## config.mk

```make
export PLATFORM = sky130hd
export DESIGN_NAME = alignment_buffer
export DESIGN_NICKNAME = d
export VERILOG_FILES = /design/src/hw/albuf_isa_pkg.sv /design/src/hw/albuf_bus_pkg.sv /design/src/hw/albuf_rd_if.sv /design/src/hw/alignment_buffer.sv /design/src/hw/instr_aligner.sv /design/src/hw/fetch_ctrl.sv /design/src/hw/boundary_counter.sv /design/src/hw/resp_fifo.sv
export VERILOG_INCLUDE_DIRS = /design/src /design/src/hw
export SDC_FILE = /design/constraint.sdc
export NUM_CORES = 1
export LEC_CHECK = 0
export BUFFER_PORTS_ARGS = -buffer_cell sky130_fd_sc_hd__buf_4
export CORE_MARGIN = 2
export CORE_UTILIZATION = 50
export DETAILED_ROUTE_END_ITERATION = 10
export PLACE_DENSITY_LB_ADDON = 0.15
export SYNTH_ARGS = -nofsm -noshare
export SYNTH_HDL_FRONTEND = slang
export SYNTH_SLANG_ARGS = --single-unit
```

## constraint.sdc

```tcl
create_clock -name clk -period 7.95 [get_ports clk]
set_input_delay 0.795 -clock clk [delete_from_list [all_inputs] [get_ports clk]]
set_output_delay 0.795 -clock clk [all_outputs]
set_load 0.005 [all_outputs]
```

## src/hw/albuf_cfg.svh

```systemverilog
////////////////////////////////////////////////////////////////////////////
// Alignment buffer configuration macros
// FIFO depth and pointer width, instruction counter width,
// outstanding request limit and bus word width
////////////////////////////////////////////////////////////////////////////
`ifndef ALBUF_CFG_SVH
`define ALBUF_CFG_SVH

// Words held in the response FIFO
`define ALBUF_DEPTH 3
// Read and write pointer width
`define ALBUF_PTR_W 2
// Up to two instructions per word, so one bit wider than a pointer
`define ALBUF_ICNT_W (`ALBUF_PTR_W + 1)
// Requests allowed in flight towards the prefetcher
`define ALBUF_MAX_OUTSTND 2
// Bus word width
`define ALBUF_XLEN 32

`endif
```

## src/hw/albuf_isa_pkg.sv

```systemverilog
////////////////////////////////////////////////////////////////////////////
// Instruction-side types of the alignment buffer
// Instruction address, 16-bit parcel and whole instruction
////////////////////////////////////////////////////////////////////////////
`include "albuf_cfg.svh"

package albuf_isa_pkg;

  // Byte address of an instruction
  // Bit 0 is always zero
  typedef logic [`ALBUF_XLEN-1:0] instr_addr_t;

  // One 16-bit instruction parcel
  typedef logic [15:0] half_t;

  // Whole instruction
  // A compressed one sits in [15:0], upper half don't care
  typedef logic [`ALBUF_XLEN-1:0] instr_t;

  // Compressed rule
  // A parcel is compressed unless its two low bits are both one
  // Each module applies this check on its own parcels

endpackage

```

## src/hw/albuf_bus_pkg.sv

```systemverilog
////////////////////////////////////////////////////////////////////////////
// Bus-side types of the alignment buffer
// Fetch word and fetch response, the response is also one FIFO entry
////////////////////////////////////////////////////////////////////////////
`include "albuf_cfg.svh"

package albuf_bus_pkg;

  // One word as returned by the prefetcher
  typedef logic [`ALBUF_XLEN-1:0] fetch_word_t;

  // Fetch response
  // Stored as is in the FIFO
  typedef struct packed {
    fetch_word_t rdata;
    logic        err;
  } fetch_resp_t;

endpackage

```

## src/hw/albuf_rd_if.sv

```systemverilog
////////////////////////////////////////////////////////////////////////////
// Read port between the response FIFO and the instruction aligner
// Head and next entries, pop and clear controls
////////////////////////////////////////////////////////////////////////////
interface albuf_rd_if;
  import albuf_bus_pkg::*;

  // Entry at the read pointer
  fetch_resp_t head_resp;
  logic        head_valid;

  // Entry one past the read pointer
  fetch_resp_t next_resp;
  logic        next_valid;

  // Pop the head word
  logic        advance;
  // Drop all words and rewind the pointers
  logic        clear;

  modport fifo (
    output head_resp, head_valid, next_resp, next_valid,
    input  advance, clear
  );

  modport aligner (
    input  head_resp, head_valid, next_resp, next_valid,
    output advance, clear
  );

endinterface

```

## src/hw/alignment_buffer.sv

```systemverilog
////////////////////////////////////////////////////////////////////////////
// Instruction alignment buffer top level
// Fetch control, response FIFO, boundary counter and aligner
////////////////////////////////////////////////////////////////////////////
`include "albuf_cfg.svh"

module alignment_buffer (
  input  logic                       clk,
  input  logic                       rst_n,
  // Core control
  input  logic                       instr_req_i,
  input  logic                       pc_set_i,
  input  logic                       kill_if_i,
  input  albuf_isa_pkg::instr_addr_t branch_addr_i,
  // Prefetcher requests
  output logic                       fetch_valid_o,
  output logic                       fetch_branch_o,
  output albuf_isa_pkg::instr_addr_t fetch_addr_o,
  input  logic                       fetch_ready_i,
  // Prefetcher responses
  input  logic                       resp_valid_i,
  input  logic                       resp_err_i,
  input  albuf_bus_pkg::fetch_word_t resp_rdata_i,
  // Instructions out
  output logic                       instr_valid_o,
  output albuf_isa_pkg::instr_t      instr_rdata_o,
  output albuf_isa_pkg::instr_addr_t instr_addr_o,
  output logic                       instr_err_o,
  input  logic                       instr_ready_i,
  // Status
  output logic                       prefetch_busy_o,
  output logic [`ALBUF_PTR_W-1:0]    outstnd_cnt_o
);
  import albuf_bus_pkg::*;

  fetch_resp_t                resp;
  logic                       resp_accept;
  logic                       emit;
  logic [`ALBUF_ICNT_W-1:0]   avail_cnt;

  albuf_rd_if rd_if ();

  assign resp = '{rdata: resp_rdata_i, err: resp_err_i};

  // Redirect goes out with the halfword-aligned target
  assign fetch_branch_o = pc_set_i;
  assign fetch_addr_o   = {branch_addr_i[31:1], 1'b0};

  fetch_ctrl u_fetch_ctrl (
    .clk             (clk),
    .rst_n           (rst_n),
    .instr_req_i     (instr_req_i),
    .pc_set_i        (pc_set_i),
    .kill_if_i       (kill_if_i),
    .fetch_ready_i   (fetch_ready_i),
    .resp_valid_i    (resp_valid_i),
    .avail_cnt_i     (avail_cnt),
    .fetch_valid_o   (fetch_valid_o),
    .resp_accept_o   (resp_accept),
    .prefetch_busy_o (prefetch_busy_o),
    .outstnd_cnt_o   (outstnd_cnt_o)
  );

  // FIFO and boundary counter both see the gated stream
  resp_fifo u_resp_fifo (
    .clk           (clk),
    .rst_n         (rst_n),
    .pc_set_i      (pc_set_i),
    .resp_accept_i (resp_accept),
    .resp_i        (resp),
    .rd            (rd_if.fifo)
  );

  boundary_counter u_boundary_counter (
    .clk           (clk),
    .rst_n         (rst_n),
    .pc_set_i      (pc_set_i),
    .kill_if_i     (kill_if_i),
    .resp_accept_i (resp_accept),
    .emit_i        (emit),
    .branch_addr_i (branch_addr_i),
    .resp_rdata_i  (resp_rdata_i),
    .avail_cnt_o   (avail_cnt)
  );

  instr_aligner u_instr_aligner (
    .clk           (clk),
    .rst_n         (rst_n),
    .pc_set_i      (pc_set_i),
    .kill_if_i     (kill_if_i),
    .instr_ready_i (instr_ready_i),
    .branch_addr_i (branch_addr_i),
    .rd            (rd_if.aligner),
    .instr_valid_o (instr_valid_o),
    .instr_rdata_o (instr_rdata_o),
    .instr_addr_o  (instr_addr_o),
    .instr_err_o   (instr_err_o),
    .emit_o        (emit)
  );

endmodule

```

## src/hw/instr_aligner.sv

```systemverilog
////////////////////////////////////////////////////////////////////////////
// Instruction aligner
// Builds 16-bit and 32-bit instructions from the FIFO head,
// merges bus errors and holds the instruction address
////////////////////////////////////////////////////////////////////////////
module instr_aligner (
  input  logic                       clk,
  input  logic                       rst_n,
  input  logic                       pc_set_i,
  input  logic                       kill_if_i,
  input  logic                       instr_ready_i,
  input  albuf_isa_pkg::instr_addr_t branch_addr_i,
  albuf_rd_if.aligner                rd,
  output logic                       instr_valid_o,
  output albuf_isa_pkg::instr_t      instr_rdata_o,
  output albuf_isa_pkg::instr_addr_t instr_addr_o,
  output logic                       instr_err_o,
  output logic                       emit_o
);
  import albuf_bus_pkg::*;
  import albuf_isa_pkg::*;

  instr_addr_t addr_q;
  fetch_resp_t head_w, nxt_w;
  half_t       head_lo, head_hi, nxt_lo;
  logic        unaligned;
  // Instruction at addr_q is compressed
  logic        comp;
  logic        parts_valid;

  assign head_w    = rd.head_resp;
  assign nxt_w     = rd.next_resp;
  assign head_lo   = head_w.rdata[15:0];
  assign head_hi   = head_w.rdata[31:16];
  assign nxt_lo    = nxt_w.rdata[15:0];
  assign unaligned = addr_q[1];

  ////////////////////////////////////////////////////////////////////////////
  // Instruction select
  ////////////////////////////////////////////////////////////////////////////
  always_comb begin
    if (unaligned) begin
      comp          = head_hi[1:0] != 2'b11;
      instr_rdata_o = {nxt_lo, head_hi};
      // Split instruction needs the second word too
      parts_valid   = comp ? rd.head_valid : rd.next_valid;
      instr_err_o   = comp ? head_w.err : (head_w.err || nxt_w.err);
    end else begin
      // Whole instruction in the head word
      comp          = head_lo[1:0] != 2'b11;
      instr_rdata_o = head_w.rdata;
      parts_valid   = rd.head_valid;
      instr_err_o   = head_w.err;
    end
  end

  assign instr_valid_o = parts_valid && !kill_if_i;
  assign emit_o        = instr_valid_o && instr_ready_i;

  // Head word stays while its upper half is still unread
  assign rd.advance = emit_o && (unaligned || !comp);
  assign rd.clear   = kill_if_i;

  assign instr_addr_o = addr_q;

  always_ff @(posedge clk or negedge rst_n) begin
    if (!rst_n) begin
      addr_q <= '0;
    end else if (pc_set_i) begin
      addr_q <= {branch_addr_i[31:1], 1'b0};
    end else if (emit_o) begin
      addr_q <= addr_q + (comp ? instr_addr_t'(2) : instr_addr_t'(4));
    end
  end

endmodule

```

## src/hw/fetch_ctrl.sv

```systemverilog
////////////////////////////////////////////////////////////////////////////
// Fetch request control
// Outstanding transaction count, flush count for stale responses,
// response gating and request decision
////////////////////////////////////////////////////////////////////////////
`include "albuf_cfg.svh"

module fetch_ctrl (
  input  logic                     clk,
  input  logic                     rst_n,
  input  logic                     instr_req_i,
  input  logic                     pc_set_i,
  input  logic                     kill_if_i,
  input  logic                     fetch_ready_i,
  input  logic                     resp_valid_i,
  input  logic [`ALBUF_ICNT_W-1:0] avail_cnt_i,
  output logic                     fetch_valid_o,
  output logic                     resp_accept_o,
  output logic                     prefetch_busy_o,
  output logic [`ALBUF_PTR_W-1:0]  outstnd_cnt_o
);

  localparam int PTR_W  = `ALBUF_PTR_W;
  localparam int ICNT_W = `ALBUF_ICNT_W;

  logic [PTR_W-1:0] outstnd_q;
  // Responses still to be dropped after a redirect
  logic [PTR_W-1:0] flush_q;
  logic             req_accepted;

  // Stale responses never reach the buffer
  assign resp_accept_o = resp_valid_i && (flush_q == '0);

  // Request when the buffer runs low, or on a redirect
  assign fetch_valid_o = instr_req_i &&
                         (outstnd_q < PTR_W'(`ALBUF_MAX_OUTSTND)) &&
                         ((avail_cnt_i == '0) ||
                          ((avail_cnt_i == ICNT_W'(1)) && (outstnd_q == '0)) ||
                          pc_set_i);

  assign req_accepted    = fetch_valid_o && fetch_ready_i;
  assign prefetch_busy_o = (outstnd_q != '0) || fetch_valid_o;
  assign outstnd_cnt_o   = outstnd_q;

  always_ff @(posedge clk or negedge rst_n) begin
    if (!rst_n) begin
      outstnd_q <= '0;
      flush_q   <= '0;
    end else begin
      // Up on accepted request, down on any response
      if (req_accepted && !resp_valid_i) begin
        outstnd_q <= outstnd_q + PTR_W'(1);
      end else if (!req_accepted && resp_valid_i) begin
        outstnd_q <= outstnd_q - PTR_W'(1);
      end

      // Response arriving with the kill counts as consumed
      if (pc_set_i) begin
        flush_q <= outstnd_q - PTR_W'(kill_if_i && resp_valid_i);
      end else if (resp_valid_i && (flush_q != '0)) begin
        flush_q <= flush_q - PTR_W'(1);
      end
    end
  end

endmodule

```

## src/hw/boundary_counter.sv

```systemverilog
////////////////////////////////////////////////////////////////////////////
// Instruction boundary tracking on the write side of the buffer
// Aligned and complete flags, instruction ends per incoming word,
// count of complete instructions buffered
////////////////////////////////////////////////////////////////////////////
`include "albuf_cfg.svh"

module boundary_counter (
  input  logic                       clk,
  input  logic                       rst_n,
  input  logic                       pc_set_i,
  input  logic                       kill_if_i,
  input  logic                       resp_accept_i,
  input  logic                       emit_i,
  input  albuf_isa_pkg::instr_addr_t branch_addr_i,
  input  albuf_bus_pkg::fetch_word_t resp_rdata_i,
  output logic [`ALBUF_ICNT_W-1:0]   avail_cnt_o
);
  import albuf_isa_pkg::*;

  localparam int ICNT_W = `ALBUF_ICNT_W;

  half_t             lo_half, hi_half;
  logic              lo_comp, hi_comp;
  // Next word starts on a word boundary
  logic              aligned_q, aligned_nxt;
  // No 32-bit instruction is waiting for its upper half
  logic              complete_q, complete_nxt;
  logic [1:0]        n_ends;
  logic [ICNT_W-1:0] icnt_q;
  // Instruction emitted last cycle
  logic              pop_q;

  assign lo_half = resp_rdata_i[15:0];
  assign hi_half = resp_rdata_i[31:16];
  assign lo_comp = lo_half[1:0] != 2'b11;
  assign hi_comp = hi_half[1:0] != 2'b11;

  ////////////////////////////////////////////////////////////////////////////
  // Classify each accepted word
  ////////////////////////////////////////////////////////////////////////////
  always_comb begin
    aligned_nxt  = aligned_q;
    complete_nxt = complete_q;
    n_ends       = 2'd0;
    if (pc_set_i) begin
      // Unaligned and complete only after an unaligned branch
      // The low half of the first word is then skipped
      aligned_nxt  = !branch_addr_i[1];
      complete_nxt = branch_addr_i[1];
    end else if (resp_accept_i) begin
      if (aligned_q && !lo_comp) begin
        // Whole 32-bit instruction, flags unchanged
        n_ends = 2'd1;
      end else begin
        // Low half ends a compressed or a split instruction
        // unless it is skipped after a branch
        n_ends = {1'b0, aligned_q || !complete_q} + {1'b0, hi_comp};
        // Uncompressed upper half leaves a split instruction open
        aligned_nxt  = hi_comp;
        complete_nxt = hi_comp;
      end
    end
  end

  always_ff @(posedge clk or negedge rst_n) begin
    if (!rst_n) begin
      aligned_q  <= 1'b0;
      complete_q <= 1'b0;
      icnt_q     <= '0;
      pop_q      <= 1'b0;
    end else begin
      aligned_q  <= aligned_nxt;
      complete_q <= complete_nxt;
      pop_q      <= emit_i;
      // Emissions come off one cycle late
      if (kill_if_i) begin
        icnt_q <= '0;
      end else begin
        icnt_q <= icnt_q + ICNT_W'(n_ends) - ICNT_W'(pop_q);
      end
    end
  end

  // Correct for the pop not yet taken off
  assign avail_cnt_o = icnt_q - ICNT_W'(pop_q);

endmodule

```

## src/hw/resp_fifo.sv

```systemverilog
////////////////////////////////////////////////////////////////////////////
// Response FIFO of the alignment buffer
// Circular word storage with per-entry valid bits
// Head and next entries with pass-through of the arriving response
////////////////////////////////////////////////////////////////////////////
`include "albuf_cfg.svh"

module resp_fifo (
  input  logic                       clk,
  input  logic                       rst_n,
  input  logic                       pc_set_i,
  input  logic                       resp_accept_i,
  input  albuf_bus_pkg::fetch_resp_t resp_i,
  albuf_rd_if.fifo                   rd
);
  import albuf_bus_pkg::*;

  localparam int DEPTH = `ALBUF_DEPTH;
  localparam int PTR_W = `ALBUF_PTR_W;

  fetch_resp_t      mem_q [DEPTH];
  logic [DEPTH-1:0] valid_q, valid_nxt;
  logic [PTR_W-1:0] rptr_q, wptr_q;
  logic [PTR_W-1:0] rptr_inc, wptr_inc;
  logic             head_stored, next_stored;

  // Step a pointer, wrap after the last entry
  function automatic logic [PTR_W-1:0] ptr_step(input logic [PTR_W-1:0] ptr);
    return (ptr == PTR_W'(DEPTH - 1)) ? '0 : ptr + PTR_W'(1);
  endfunction

  assign rptr_inc    = ptr_step(rptr_q);
  assign wptr_inc    = ptr_step(wptr_q);
  assign head_stored = valid_q[rptr_q];
  assign next_stored = valid_q[rptr_inc];

  // Empty slot is filled by the word arriving now
  // Words are contiguous from rptr, so the write pointer sits there
  assign rd.head_resp  = head_stored ? mem_q[rptr_q] : resp_i;
  assign rd.head_valid = head_stored || resp_accept_i;
  assign rd.next_resp  = next_stored ? mem_q[rptr_inc] : resp_i;
  assign rd.next_valid = next_stored || (head_stored && resp_accept_i);

  // Push before pop
  // A word passed straight through never stays valid
  always_comb begin
    valid_nxt = valid_q;
    if (resp_accept_i) begin
      valid_nxt[wptr_q] = 1'b1;
    end
    if (rd.advance) begin
      valid_nxt[rptr_q] = 1'b0;
    end
  end

  always_ff @(posedge clk) begin
    if (resp_accept_i) begin
      mem_q[wptr_q] <= resp_i;
    end
  end

  always_ff @(posedge clk or negedge rst_n) begin
    if (!rst_n) begin
      valid_q <= '0;
      rptr_q  <= '0;
      wptr_q  <= '0;
    end else if (rd.clear || pc_set_i) begin
      // New stream starts from an empty buffer
      valid_q <= '0;
      rptr_q  <= '0;
      wptr_q  <= '0;
    end else begin
      valid_q <= valid_nxt;
      if (resp_accept_i) begin
        wptr_q <= wptr_inc;
      end
      if (rd.advance) begin
        rptr_q <= rptr_inc;
      end
    end
  end

endmodule

```

==> results.txt <==
Setup Fix Bufs, Post-CTS = 0
Gr usage total = 22.7%
Detail Route Antenna Nets = 0
CTS tree = done
Clock power share = 35.5%
Count leader, synth = edfxtp_1
Worst-Margin Slew = 1110 ps
Via count = 6652
Initial antenna violation count = 0
Post-CTS sizing = 0
CP Launch Type = flop
Share of Yosys cell area claimed by the top area cell type = 34.7%
Fin. max-slew vios = 0
Reg area = 4180 um2
Post-synthesis sequential area ratio = 48.7%
Seq pwr share = 41.6%
Pwr/cell area = 225 nW/um2
Cell-internal power = 1.67 mW
Area of the multi-input gates = 3840 um2
Largest net degree at the start of global routing = 108
Boundary pin count = 176
Number of global-route vias before repair = 6251
Psw = 0.668 mW
RSZ-0062 raised after global routing = false
Syn Area/Cell = 10.4 um2
Layout cells sized above 1 = 25.6%
Synth area leaders = edfxtp_1 (35%), dfrtp_1 (14%), mux2i_1 (11%), nand2_1 (3.9%), o21ai_0 (3.3%)
Fillers = 1382
Setup ws final = 3310 ps
Die width = 135 um
Final setup fails = 0
Crit Path Class = reg2reg
Worst setup path endpoint = u_instr_aligner.instr_addr_o[29]$_DFFE_PN0N_
H-tree depth = 4
Clk root buf = clkbuf_16
Pre-antenna DRT Iters = 5
Commonest cells post-synth = edfxtp_1 (99), mux2i_1 (90), nand2_1 (88)
CP arrival = 4980 ps
Routed wire length = 20400 um
Skew-Pair Late Insertion Delay = 430 ps
Sw frac = 28.6%
Run status = completed
P&R area growth vs syn = 20.8%
Slew margin rel. = 26.1%
R2R Path Start = u_resp_fifo.rptr_q[1]$_DFFE_PN0P_
Clk pin slew, worst setup/hold paths = 60 ps
Total grt overflow = 0
Place WS = 3270 ps
Largest area contributor in the netlist = edfxtp_1
Post-synth EDFFs = 99
F_max = 216 MHz
Hold WC Path Type = in2async
Worst setup EP type = flop
#FFs+latches synth = 147
CTS max path bufs = 2
NumNets Final = 1021
Lkg Pwr = 3.98 nW
RD Place Congestion = 0.805
R2R depth = 13
Die Area = 18200 um2
First-pass GRT wire length = 32200 um
Gate power share = 22.8%
Final hold vios = 0
Antenna Cells = 0
Residual DRC count = 0
Vias/cell = 5.70
Cell area after synthesis = 8570 um2
Critical R2R Capture = u_instr_aligner.instr_addr_o[29]$_DFFE_PN0N_
Syn Inst Count = 825
Port Buffers = 172
Setup Skew = 8.03 ps
Largest fanout on the critical path = 107
Post-synth cell types = 63
Total negative slack = 0 ps
Row cnt = 47
Synth warn = 0
Cts hold-fix bufs = 0
CTS sink count = 147
DRT iter0 DRCs = 455
Period minus WS final = 4640 ps
CP startpoint = u_resp_fifo.rptr_q[1]$_DFFE_PN0P_
Final HPWL from detailed placement = 13500 um
R2r setup slk = 3310 ps
Worst path required time = 8290 ps
Max-cap violations = 0
Crit share post-route = 58.4%
Post-synth ARST share = 32.7%
Initial Utilization = 51.5%
Wire per inst = 17.5 um
Core Box Area = 16600 um2
Ys flop type = edfxtp_1
Die Height = 135 um
Cts bufs inserted = 17
Peak VDD IR = 0.000174 V
## state kept, by name, summed over array words and instances, names as in the netlist
register	flops
u_boundary_counter.icnt_q	3
u_boundary_counter.pop_q	1
u_instr_aligner.instr_addr_o	31
u_boundary_counter.aligned_q	1
u_fetch_ctrl.outstnd_cnt_o	2
u_resp_fifo.mem_q	99
u_boundary_counter.complete_q	1
u_fetch_ctrl.flush_q	2
u_resp_fifo.rptr_q	2
u_resp_fifo.wptr_q	2
u_resp_fifo.valid_q	3
## worst min-delay path by stage
stage	from	end	slack, ps	cells after the start
2_1_floorplan	rst_n	u_boundary_counter.aligned_q$_DFFE_PN0P_	500	0
3_3_place_gp	u_fetch_ctrl.outstnd_cnt_o[0]$_DFFE_PN0P_	u_fetch_ctrl.outstnd_cnt_o[0]$_DFFE_PN0P_	550	1
6_report	rst_n	u_instr_aligner.instr_addr_o[18]$_DFFE_PN0N_	390	1
3_5_place_dp	u_fetch_ctrl.outstnd_cnt_o[0]$_DFFE_PN0P_	u_fetch_ctrl.outstnd_cnt_o[0]$_DFFE_PN0P_	560	1
4_1_cts	rst_n	u_instr_aligner.instr_addr_o[18]$_DFFE_PN0N_	410	1
5_1_grt	rst_n	u_instr_aligner.instr_addr_o[18]$_DFFE_PN0N_	440	1
## per-layer routing
layer	global-route usage, %	up-vias	share of wire, %
met4	6.61	0	1.1
li1	-	3258	-
met5	0	-	0
met1	28.3	3193	42
met3	5.07	17	5.3
met2	39.6	184	51
## cell families (layout without fill, tap and decap cells)
kind of cell / count (synthesis) / in the layout / share of synthesized area (%)
and+or+nand+nor: 276 / 276 / 16.5
AOI/OAI and AO/OA: 160 / 160 / 12.0
DFF: 147 / 147 / 48.7
buffers and inverters: 112 / 234 / 6.94
muxes: 108 / 108 / 13.0
adders and majority gates: 13 / 13 / 2.07
xor gates and xnor gates: 8 / 8 / 0.818
other: 1 / 2 / 0.0438
## critical path, stage by stage, from the launching register on
cell and delay [ps]:
dfrtp_2 410, buf_4 400, o22ai_4 580, buf_4 460, mux2i_1 310, mux2i_1 200, nand2_1 130, ha_1 180
fa_1 250, and4_1 350, nand2_1 220, or4_1 460, or4_1 410, a31oi_1 170
## placed cells by master (no fill, tap or decap), types with 8 or more instances in the layout
master / synthesis / routed
clkbuf_16: 0 / 17
o21ai_1: 11 / 11
a21oi_1: 23 / 23
inv_1: 20 / 20
nor2_1: 53 / 53
and3_1: 10 / 10
nor3_1: 14 / 13
o31ai_1: 14 / 14
nand4_1: 21 / 21
buf_4: 36 / 182
o21ai_0: 56 / 56
edfxtp_1: 99 / 99
nor2b_1: 8 / 8
mux2i_1: 90 / 89
and2_1: 9 / 9
nand3_1: 26 / 26
or4_1: 10 / 10
dfrtp_1: 48 / 45
a31oi_1: 11 / 11
ha_1: 11 / 11
mux2_2: 11 / 11
nand2_1: 88 / 88
## stage by stage
stage | hold WS [ps] | power (mW) | instance area (um2) | instances | util, %
after floorplan | 499 | 1.30 | 8570 | 826 | -
after global placement | 553 | 1.51 | 9730 | 1136 | 58.5
after detailed placement | 557 | 1.52 | 9730 | 1136 | 58.5
after CTS | 412 | 2.35 | 10400 | 1168 | 62.2
after global routing | 440 | 2.45 | 10400 | 1168 | 62.2
final | 390 | 2.33 | 10400 | 1168 | 62.2
## area by class of cell
cell class | instances | area share [%]
Clock buffer | 20 | 4.51
Clock inverter | 12 | 1.49
Inverter | 20 | 0.725
Multi-Input combinational cell | 567 | 37.1
Sequential cell | 147 | 40.4
Tap cell | 220 | 2.66
Timing Repair Buffer | 182 | 13.2
## power by group through the flow
stage          Clock, mW  Sequential, mW  Combinational [mW]
2_1_floorplan          0           0.964               0.339
3_3_place_gp           0           0.983               0.529
3_5_place_dp           0           0.985               0.537
4_1_cts            0.838           0.971               0.540
5_1_grt            0.876           0.982               0.592
6_report           0.830           0.972               0.533
Power figures use the tool's default switching activity.
